===== src/swu_defs.svh =====
`ifndef SWU_DEFS_SVH
`define SWU_DEFS_SVH

//////////////////////////////
// stream word format
//////////////////////////////

// channels carried per word
`define SWU_SIMD       4
// bits per channel
`define SWU_PREC       8

//////////////////////////////
// frame and kernel geometry
//////////////////////////////

`define SWU_IFM_W      5
`define SWU_IFM_H      5
`define SWU_CHANNELS   8
`define SWU_KERNEL     3
`define SWU_STRIDE     1

//////////////////////////////
// derived sizes
//////////////////////////////

// channel groups per pixel
`define SWU_EFF_CH     ((`SWU_CHANNELS) / (`SWU_SIMD))
`define SWU_OFM_W      (((`SWU_IFM_W) - (`SWU_KERNEL)) / (`SWU_STRIDE) + 1)
`define SWU_OFM_H      (((`SWU_IFM_H) - (`SWU_KERNEL)) / (`SWU_STRIDE) + 1)
// words in a whole frame
`define SWU_DEPTH      ((`SWU_IFM_H) * (`SWU_IFM_W) * (`SWU_EFF_CH))
`define SWU_OUT_WORDS  ((`SWU_OFM_W) * (`SWU_OFM_H) * (`SWU_KERNEL) * (`SWU_KERNEL) * (`SWU_EFF_CH))

`endif


===== src/swu_pkg.sv =====
`include "swu_defs.svh"

package swu_pkg;

   //////////////////////////////
   // data and address types
   //////////////////////////////

   typedef logic [`SWU_SIMD*`SWU_PREC-1:0] word_t;
   typedef logic [$clog2(`SWU_DEPTH)-1:0] addr_t;

   // window counter types with room for one extra value
   typedef logic [$clog2(`SWU_EFF_CH+1)-1:0] ch_cnt_t;
   typedef logic [$clog2(`SWU_KERNEL+1)-1:0] k_cnt_t;
   typedef logic [$clog2(`SWU_OFM_W+1)-1:0] ow_cnt_t;
   typedef logic [$clog2(`SWU_OFM_H+1)-1:0] oh_cnt_t;

   //////////////////////////////
   // sequencer state
   //////////////////////////////

   // frame is written in FILL and windows are read out in EMIT
   typedef enum logic {
      FILL,
      EMIT
   } swu_state_e;

endpackage


===== src/swu_frame_buffer.sv =====
`timescale 1ns/1ps
`include "swu_defs.svh"

module swu_frame_buffer (
   input  logic            clk,
   input  logic            wr_en_i,
   input  swu_pkg::addr_t  wr_addr_i,
   input  swu_pkg::word_t  wr_data_i,
   input  logic            rd_en_i,
   input  swu_pkg::addr_t  rd_addr_i,
   output swu_pkg::word_t  rd_data_o
);
   import swu_pkg::*;

   // one word per frame position
   word_t mem [`SWU_DEPTH];

   //////////////////////////////
   // write port
   //////////////////////////////

   always_ff @(posedge clk) begin
      if (wr_en_i) begin
         mem[wr_addr_i] <= wr_data_i;
      end
   end

   //////////////////////////////
   // read port
   //////////////////////////////

   // read register holds while the pipeline stalls
   always_ff @(posedge clk) begin
      if (rd_en_i) begin
         rd_data_o <= mem[rd_addr_i];
      end
   end

endmodule


===== src/swu_read_pipe.sv =====
`timescale 1ns/1ps

module swu_read_pipe (
   input  logic            clk,
   input  logic            resetn,
   input  logic            emit_i,
   input  logic            addr_last_i,
   output logic            issue_o,
   input  swu_pkg::word_t  rd_data_i,
   output swu_pkg::word_t  out_data_o,
   output logic            out_valid_o,
   output logic            out_last_o,
   input  logic            out_ready_i,
   output logic            frame_done_o
);

   logic stall;
   logic last_issued_q;
   logic rd_valid_q;
   logic rd_last_q;

   // output word waiting on the consumer freezes both stages
   assign stall = out_valid_o && !out_ready_i;

   assign issue_o = emit_i && !last_issued_q && !stall;

   // handshake of the last word of the frame
   assign frame_done_o = out_valid_o && out_ready_i && out_last_o;

   //////////////////////////////
   // issue tracking
   //////////////////////////////

   // no read may follow the frame's final address
   always_ff @(posedge clk) begin
      if (!resetn || frame_done_o) begin
         last_issued_q <= 1'b0;
      end else if (issue_o && addr_last_i) begin
         last_issued_q <= 1'b1;
      end
   end

   //////////////////////////////
   // buffer read stage
   //////////////////////////////

   // data itself sits in the frame buffer read register
   always_ff @(posedge clk) begin
      if (!resetn) begin
         rd_valid_q <= 1'b0;
         rd_last_q  <= 1'b0;
      end else if (!stall) begin
         rd_valid_q <= issue_o;
         rd_last_q  <= issue_o && addr_last_i;
      end
   end

   //////////////////////////////
   // output register
   //////////////////////////////

   always_ff @(posedge clk) begin
      if (!resetn) begin
         out_valid_o <= 1'b0;
         out_last_o  <= 1'b0;
      end else if (!stall) begin
         out_valid_o <= rd_valid_q;
         out_last_o  <= rd_valid_q && rd_last_q;
      end
   end

   // payload register follows the valid flag
   always_ff @(posedge clk) begin
      if (!stall) begin
         out_data_o <= rd_data_i;
      end
   end

endmodule


===== src/swu_sequencer.sv =====
`timescale 1ns/1ps
`include "swu_defs.svh"

module swu_sequencer (
   input  logic            clk,
   input  logic            resetn,
   input  logic            in_valid_i,
   output logic            in_ready_o,
   input  logic            frame_done_i,
   output logic            wr_en_o,
   output swu_pkg::addr_t  wr_addr_o,
   output logic            emit_o
);
   import swu_pkg::*;

   swu_state_e state_q;
   addr_t      wr_addr_q;
   logic       last_write;

   // input only taken while the frame is being filled
   assign in_ready_o = (state_q == FILL);
   assign wr_en_o    = in_valid_i && in_ready_o;
   assign wr_addr_o  = wr_addr_q;
   assign emit_o     = (state_q == EMIT);

   assign last_write = wr_en_o && (wr_addr_q == addr_t'(`SWU_DEPTH - 1));

   //////////////////////////////
   // fill/emit state
   //////////////////////////////

   always_ff @(posedge clk) begin
      if (!resetn) begin
         state_q <= FILL;
      end else if (state_q == FILL && last_write) begin
         state_q <= EMIT;
      end else if (state_q == EMIT && frame_done_i) begin
         state_q <= FILL;
      end
   end

   //////////////////////////////
   // write address counter
   //////////////////////////////

   // wraps to zero on the last word so the next frame starts at 0
   always_ff @(posedge clk) begin
      if (!resetn) begin
         wr_addr_q <= '0;
      end else if (last_write) begin
         wr_addr_q <= '0;
      end else if (wr_en_o) begin
         wr_addr_q <= wr_addr_q + 1'b1;
      end
   end

endmodule


===== src/swu_top.sv =====
`timescale 1ns/1ps

module swu_top (
   input  logic            clk,
   input  logic            resetn,
   input  swu_pkg::word_t  in_data_i,
   input  logic            in_valid_i,
   output logic            in_ready_o,
   output swu_pkg::word_t  out_data_o,
   output logic            out_valid_o,
   input  logic            out_ready_i,
   output logic            out_last_o
);
   import swu_pkg::*;

   logic  wr_en;
   addr_t wr_addr;
   logic  emit;
   logic  issue;
   addr_t rd_addr;
   logic  addr_last;
   word_t rd_data;
   logic  frame_done;

   //////////////////////////////
   // write side
   //////////////////////////////

   swu_sequencer u_sequencer (
      .clk          (clk),
      .resetn       (resetn),
      .in_valid_i   (in_valid_i),
      .in_ready_o   (in_ready_o),
      .frame_done_i (frame_done),
      .wr_en_o      (wr_en),
      .wr_addr_o    (wr_addr),
      .emit_o       (emit)
   );

   // write data comes straight from the input stream
   swu_frame_buffer u_frame_buffer (
      .clk       (clk),
      .wr_en_i   (wr_en),
      .wr_addr_i (wr_addr),
      .wr_data_i (in_data_i),
      .rd_en_i   (issue),
      .rd_addr_i (rd_addr),
      .rd_data_o (rd_data)
   );

   //////////////////////////////
   // read side
   //////////////////////////////

   swu_window_gen u_window_gen (
      .clk          (clk),
      .resetn       (resetn),
      .advance_i    (issue),
      .frame_done_i (frame_done),
      .rd_addr_o    (rd_addr),
      .last_o       (addr_last)
   );

   swu_read_pipe u_read_pipe (
      .clk          (clk),
      .resetn       (resetn),
      .emit_i       (emit),
      .addr_last_i  (addr_last),
      .issue_o      (issue),
      .rd_data_i    (rd_data),
      .out_data_o   (out_data_o),
      .out_valid_o  (out_valid_o),
      .out_last_o   (out_last_o),
      .out_ready_i  (out_ready_i),
      .frame_done_o (frame_done)
   );

endmodule


===== src/swu_window_gen.sv =====
`timescale 1ns/1ps
`include "swu_defs.svh"

module swu_window_gen (
   input  logic            clk,
   input  logic            resetn,
   input  logic            advance_i,
   input  logic            frame_done_i,
   output swu_pkg::addr_t  rd_addr_o,
   output logic            last_o
);
   import swu_pkg::*;

   ch_cnt_t ch_q;
   k_cnt_t  kc_q;
   k_cnt_t  kr_q;
   ow_cnt_t oc_q;
   oh_cnt_t orow_q;

   logic ch_end;
   logic kc_end;
   logic kr_end;
   logic oc_end;
   logic orow_end;

   addr_t pix_row;
   addr_t pix_col;

   //////////////////////////////
   // counter end flags
   //////////////////////////////

   assign ch_end   = (ch_q == ch_cnt_t'(`SWU_EFF_CH - 1));
   assign kc_end   = (kc_q == k_cnt_t'(`SWU_KERNEL - 1));
   assign kr_end   = (kr_q == k_cnt_t'(`SWU_KERNEL - 1));
   assign oc_end   = (oc_q == ow_cnt_t'(`SWU_OFM_W - 1));
   assign orow_end = (orow_q == oh_cnt_t'(`SWU_OFM_H - 1));

   // final word of the final window
   assign last_o = ch_end && kc_end && kr_end && oc_end && orow_end;

   //////////////////////////////
   // window counter nest
   //////////////////////////////

   // channel group innermost, then kernel col, kernel row, out col and out row
   always_ff @(posedge clk) begin
      if (!resetn || frame_done_i) begin
         ch_q   <= '0;
         kc_q   <= '0;
         kr_q   <= '0;
         oc_q   <= '0;
         orow_q <= '0;
      end else if (advance_i) begin
         if (!ch_end) begin
            ch_q <= ch_q + 1'b1;
         end else begin
            ch_q <= '0;
            if (!kc_end) begin
               kc_q <= kc_q + 1'b1;
            end else begin
               kc_q <= '0;
               if (!kr_end) begin
                  kr_q <= kr_q + 1'b1;
               end else begin
                  kr_q <= '0;
                  if (!oc_end) begin
                     oc_q <= oc_q + 1'b1;
                  end else begin
                     oc_q <= '0;
                     if (!orow_end) begin
                        orow_q <= orow_q + 1'b1;
                     end else begin
                        orow_q <= '0;
                     end
                  end
               end
            end
         end
      end
   end

   //////////////////////////////
   // read address
   //////////////////////////////

   // input pixel row and column under the current kernel tap
   assign pix_row = addr_t'(orow_q) * addr_t'(`SWU_STRIDE) + addr_t'(kr_q);
   assign pix_col = addr_t'(oc_q) * addr_t'(`SWU_STRIDE) + addr_t'(kc_q);

   // pixels are stored row major with channel groups innermost
   assign rd_addr_o = (pix_row * addr_t'(`SWU_IFM_W) + pix_col) * addr_t'(`SWU_EFF_CH)
                      + addr_t'(ch_q);

endmodule


===== config.mk =====
export PLATFORM = sky130hd
export DESIGN_NAME = swu_top
export DESIGN_NICKNAME = d
export VERILOG_FILES = /design/src/swu_pkg.sv /design/src/swu_frame_buffer.sv /design/src/swu_read_pipe.sv /design/src/swu_sequencer.sv /design/src/swu_top.sv /design/src/swu_window_gen.sv
export VERILOG_INCLUDE_DIRS = /design/src
export SDC_FILE = /design/constraint.sdc
export NUM_CORES = 1
export LEC_CHECK = 0
export CAP_MARGIN = 20
export CORE_ASPECT_RATIO = 0.75
export CORE_MARGIN = 5
export CORE_UTILIZATION = 49
export CTS_BUF_LIST = sky130_fd_sc_hd__clkbuf_16
export DETAILED_ROUTE_END_ITERATION = 10
export DONT_BUFFER_PORTS = 1
export PLACE_DENSITY = 0.7
export SETUP_SLACK_MARGIN = 0.02
export SLEW_MARGIN = 30
export SYNTH_ARGS = -nofsm -noshare
export SYNTH_HDL_FRONTEND = slang
export SYNTH_SLANG_ARGS = --single-unit

===== constraint.sdc =====
create_clock -name clk -period 3.9 [get_ports clk]
set_input_delay 0.39 -clock clk [delete_from_list [all_inputs] [get_ports clk]]
set_output_delay 0.39 -clock clk [all_outputs]
set_load 0.005 [all_outputs]

==> flow_results.org <==
** Outcome
- The run finished with clean final reports.

** Logic synthesis
- Most frequently used flop master after synthesis :: sky130_fd_sc_hd__edfxtp_1
- Counting flops with a built-in enable in the synthesized netlist gives around 1700.
- Counting instances in the post-synthesis netlist gives the leading cell types as 1664 x sky130_fd_sc_hd__edfxtp_1, 291 x sky130_fd_sc_hd__mux4_2, 223 x sky130_fd_sc_hd__mux2i_1.
- A synthesized cell averages ~21 um2.
- Of the synthesized area, sequential elements account for 0.773.
- Warnings, synthesis :: 0
- Cell type contributing the most total cell area after synthesis :: sky130_fd_sc_hd__edfxtp_1
- sky130_fd_sc_hd__edfxtp_1 is the most common cell in the netlist.
- The synthesized netlist occupies a cell area of 65200 um2.
- Area contributors post-synth :: sky130_fd_sc_hd__edfxtp_1 77%, sky130_fd_sc_hd__mux4_2 10%, sky130_fd_sc_hd__mux2i_1 3.4%, sky130_fd_sc_hd__mux2_2 2.2%, sky130_fd_sc_hd__dfxtp_1 0.68%
- Number of storage elements in the synthesis netlist :: roughly 1700
- Library cells used by synthesis :: 45
- Area fraction of the dominant cell type after synthesis :: 0.766
- After technology mapping, the gate count stands at 3120.
- After synthesis, the share of flip-flops with an asynchronous set or reset is 0.
- Syn nets :: 3173

** Cells and area
- Final standard cell count with taps included and fillers excluded :: around 5300
- Fraction of layout instances using a drive strength above 1 :: 0.308
- Synth-to-layout area growth :: 17.8%
- After the last flow step, the layout net total stands at approximately 3500.
- Once layout is complete, the utilization of the core stands at 0.584.
- Fillers :: around 9000

** Power and ir drop
- VDD sags by at most roughly 450 uV.
- Of the total power, the share spent switching nets is 0.203.
- Net switching power of the design :: between 7 and 8 mW
- Leakage dissipation :: 23.7 nW
- Share of total power in the clock network :: 0.409
- Areal power density over the cells :: 456 nW/um2
- The share of total power dissipated in combinational logic is 0.021.
- The share of total power dissipated in sequential elements is 0.570.
- The design draws between 30 and 40 mW.
- Internal power comes to 27.9 mW.

** Clock tree
- Clock tree from TritonCTS :: done
- Register clock-pin slew on the reported worst setup and hold paths :: about 0.060 ns
- The clock passes through at most 3 buffers.
- Skew-Pair Late Insertion Delay :: between 0.7 and 0.8 ns
- The H-tree generated during clock tree synthesis spans 4 levels.
- Total clock sinks :: 1686
- The number of clock buffers added by TritonCTS is 153.
- Clock Tree Root :: sky130_fd_sc_hd__clkbuf_16

** STA
- Crit share post-route :: 0.990
- Setup violations remaining at the end of the flow were counted as 0.
- Normalized max-slew margin :: 0.317
- Actual slew at the worst max-slew pin :: 1.02 ns
- The worst path meets setup with 0.0384 ns of slack.
- Number of pins exceeding their max-slew limit in the final report :: 0
- FMAX :: around 260 MHz
- Setup repair after global routing could not meet its margin everywhere.
- Final hold violation count :: 0
- Final critical-path required period :: 3.86 ns
- Summed over all failing endpoints, the final setup total negative slack is 0 ns.
- Clock skew :: around 0.033 ns

** GRT
- The via count of the first global-routing pass is roughly 33000.
- First-pass GRT wire length :: approximately 240 mm
- Total global routing track utilization :: 0.243
- Entering global routing, the biggest net connects 63 pins.
- Sum of overflow across all layers after global routing :: 0
- Antenna violations before repair :: 9

** Worst setup path
- The largest individual stage delay along the critical path comes from the cell sky130_fd_sc_hd__fa_2.
- Walking the worst path, the cells encountered are ha_2, fa_2, ha_4, ha_4, ha_4, buf_4, buf_12, buf_8, mux2_2, o22ai_2, o21ai_0, a22oi_2, o21ai_1.
- Setup slack on the worst reg-to-reg path comes out at ~0.038 ns.
- STA puts the critical path data arrival time at 4.37 ns.
- Kind of critical path :: reg -> reg
- In this run the critical register-to-register path is launched from u_window_gen.orow_q[0].
- Capturing point of the worst reg2reg path :: u_frame_buffer.rd_data_o[21]
- The most numerous cell type found on the critical path is sky130_fd_sc_hd__ha_4.
- Endpoint type of the worst setup path :: flip-flop
- Of all nets on the critical path, the largest fanout is 11.
- The worst setup path is launched from a flip-flop.
- The most critical setup path has its startpoint at u_window_gen.orow_q[0].
- Data required, critical path :: 4.41 ns
- For the worst flop-to-flop path, the logic depth is 13.
- Top Family by Delay on Critical Path :: adder cells
- Sum of buffers and inverters on the critical path :: 3
- Number of gates on the worst path with buffers counted :: 13
- Capturing element of the worst setup path :: u_frame_buffer.rd_data_o[21]
- On the worst path, the slowest cell contributes a delay of around 0.57 ns.

** Job
- Maximum capacitance violations :: 0

** Route
- DRT Pass-1 Iters :: 6
- Dividing the detail-routed wire length by the instance count gives approximately 32 um.
- Vias per std cell :: approximately 6.3
- Total wire length after detailed routing :: about 170 mm
- The final route contains ~34000 vias.
- Count of nets left with antenna violations after detail routing :: 0
- In the routed design, unresolved DRC markers number 0.
- For this block, the initial DRC count from the detailed router was 5007.

** Min path
- The worst hold path begins at resetn.
- In this run the worst hold path is classified as in -> reg.

** Placement
- Routability-driven placement finished with a final weighted congestion of approximately 0.9.
- Dpl ws :: -0.561 ns
- Port buffer count :: 0
- HPWL Detailed :: around 100 mm
- Post-Place Cells :: approximately 5000

** Die
- In this run the core area contains 115 standard-cell rows.
- The die covers approximately 140000 um2.
- Initial core utilization :: 0.495
- In this run the vertical extent of the chip is 326 um.
- Number of top-level pins :: between 70 and 80
- Floorplan die width :: between 400 and 500 um
- Core Box Area :: between 100000 and 150000 um2
## stage by stage
stage	hold WS [ns]	area [um2]
2_1_floorplan	0.400	65200
3_3_place_gp	0.407	69800
3_5_place_dp	0.419	69800
4_1_cts	0.0263	76400
5_1_grt	0.0926	76800
6_report	0.0977	76800
## registers in the layout, summed over array words and instances, names as in the netlist, 2 cells and up
register,count
u_window_gen.kr_q,2
u_window_gen.ch_q,2
u_sequencer.wr_addr_o,6
u_read_pipe.out_data_o,32
u_frame_buffer.mem,1600
u_frame_buffer.rd_data_o,32
u_window_gen.oc_q,2
u_window_gen.kc_q,2
u_window_gen.orow_q,2
## worst register-to-register path, stage by stage, from the launching register on
cell and delay (ns):
sky130_fd_sc_hd__dfxtp_1 0.33, sky130_fd_sc_hd__ha_2 0.20, sky130_fd_sc_hd__fa_2 0.57, sky130_fd_sc_hd__ha_4 0.21, sky130_fd_sc_hd__ha_4 0.23, sky130_fd_sc_hd__ha_4 0.32
sky130_fd_sc_hd__buf_4 0.13, sky130_fd_sc_hd__buf_12 0.16, sky130_fd_sc_hd__buf_8 0.18, sky130_fd_sc_hd__mux2_2 0.35, sky130_fd_sc_hd__o22ai_2 0.18, sky130_fd_sc_hd__o21ai_0 0.16
sky130_fd_sc_hd__a22oi_2 0.44, sky130_fd_sc_hd__o21ai_1 0.14
## layer usage
| layer | global-route usage | vias up | share of wire |
|---|---|---|---|
| li1 | - | 13722 | - |
| met1 | 0.368 | 17560 | 0.40 |
| met2 | 0.355 | 2180 | 0.45 |
| met3 | 0.0574 | 286 | 0.12 |
| met4 | 0.0741 | 6 | 0.027 |
| met5 | 0 | - | 0.00023 |
## layout by cell type, fill, tap and decap left out, drive strengths merged, types with 14 or more instances in the layout
master	netlist	routed
edfxtp	1664	1664
buf	114	330
mux4	291	291
mux2i	223	223
clkbuf	66	158
mux2	125	125
nor2	96	96
nand3	73	73
clkinv	0	69
o21ai	66	66
o22ai	64	64
inv	11	57
nand2	55	55
dlygate4sd3	0	35
nand4	33	33
a221o	32	32
a221oi	31	31
o211ai	31	31
a22oi	31	31
dfxtp	22	22
ha	14	14
## power groups by stage
stage	clock, mW	sequential [mW]	combinational [mW]
6_report	14.3	20.0	0.739
3_3_place_gp	0	20.4	0.276
5_1_grt	15.3	20.0	0.767
3_5_place_dp	0	20.4	0.279
4_1_cts	14.5	20.0	0.729
2_1_floorplan	0	20.4	0.128
## timing repair
item | 4_1_cts | 5_1_grt
cloned | 6 | 4
endpoints found under the setup margin | 32 | 32
endpoints found under the hold margin | 1613 | 0
buffers inserted | 8 | 12
hold buffers | 67 | 0
pin swaps | 28 | 27
gates resized for setup | 94 | 51
## cell type report
cell class                 instances  area, um2  area share
tap                             1755       2200      0.0286
sequential                      1686      50400       0.656
clock buffer                     154       3850      0.0501
multi-input combinational       1243      14900       0.194
inverter                          11       43.8    0.000570
antenna                            5       12.5    0.000163
clock inverter                   124        867      0.0113
timing repair buffer             369       4520      0.0588
## how the worst min path moves through the flow
stage	to	slack, ns	cells after the start
floorplan	u_read_pipe.out_data_o[0]	0.40	0
global placement	u_read_pipe.out_data_o[25]	0.41	0
detailed placement	u_read_pipe.out_data_o[27]	0.42	0
CTS	u_window_gen.kc_q[1]	0.03	2
global route	u_window_gen.kc_q[1]	0.09	2
finish	u_window_gen.kc_q[1]	0.1	2
## kinds of logic after synthesis
logic type      Yosys count  share of synthesized area
flops                  1686                      0.773
mux                     639                      0.156
simple gates            302                     0.0220
compound gates          272                     0.0290
buf+inv                 191                     0.0141
fa+ha+maj                17                    0.00361
xor+xnor                 13                    0.00198
(Power assumes the default switching activity.)
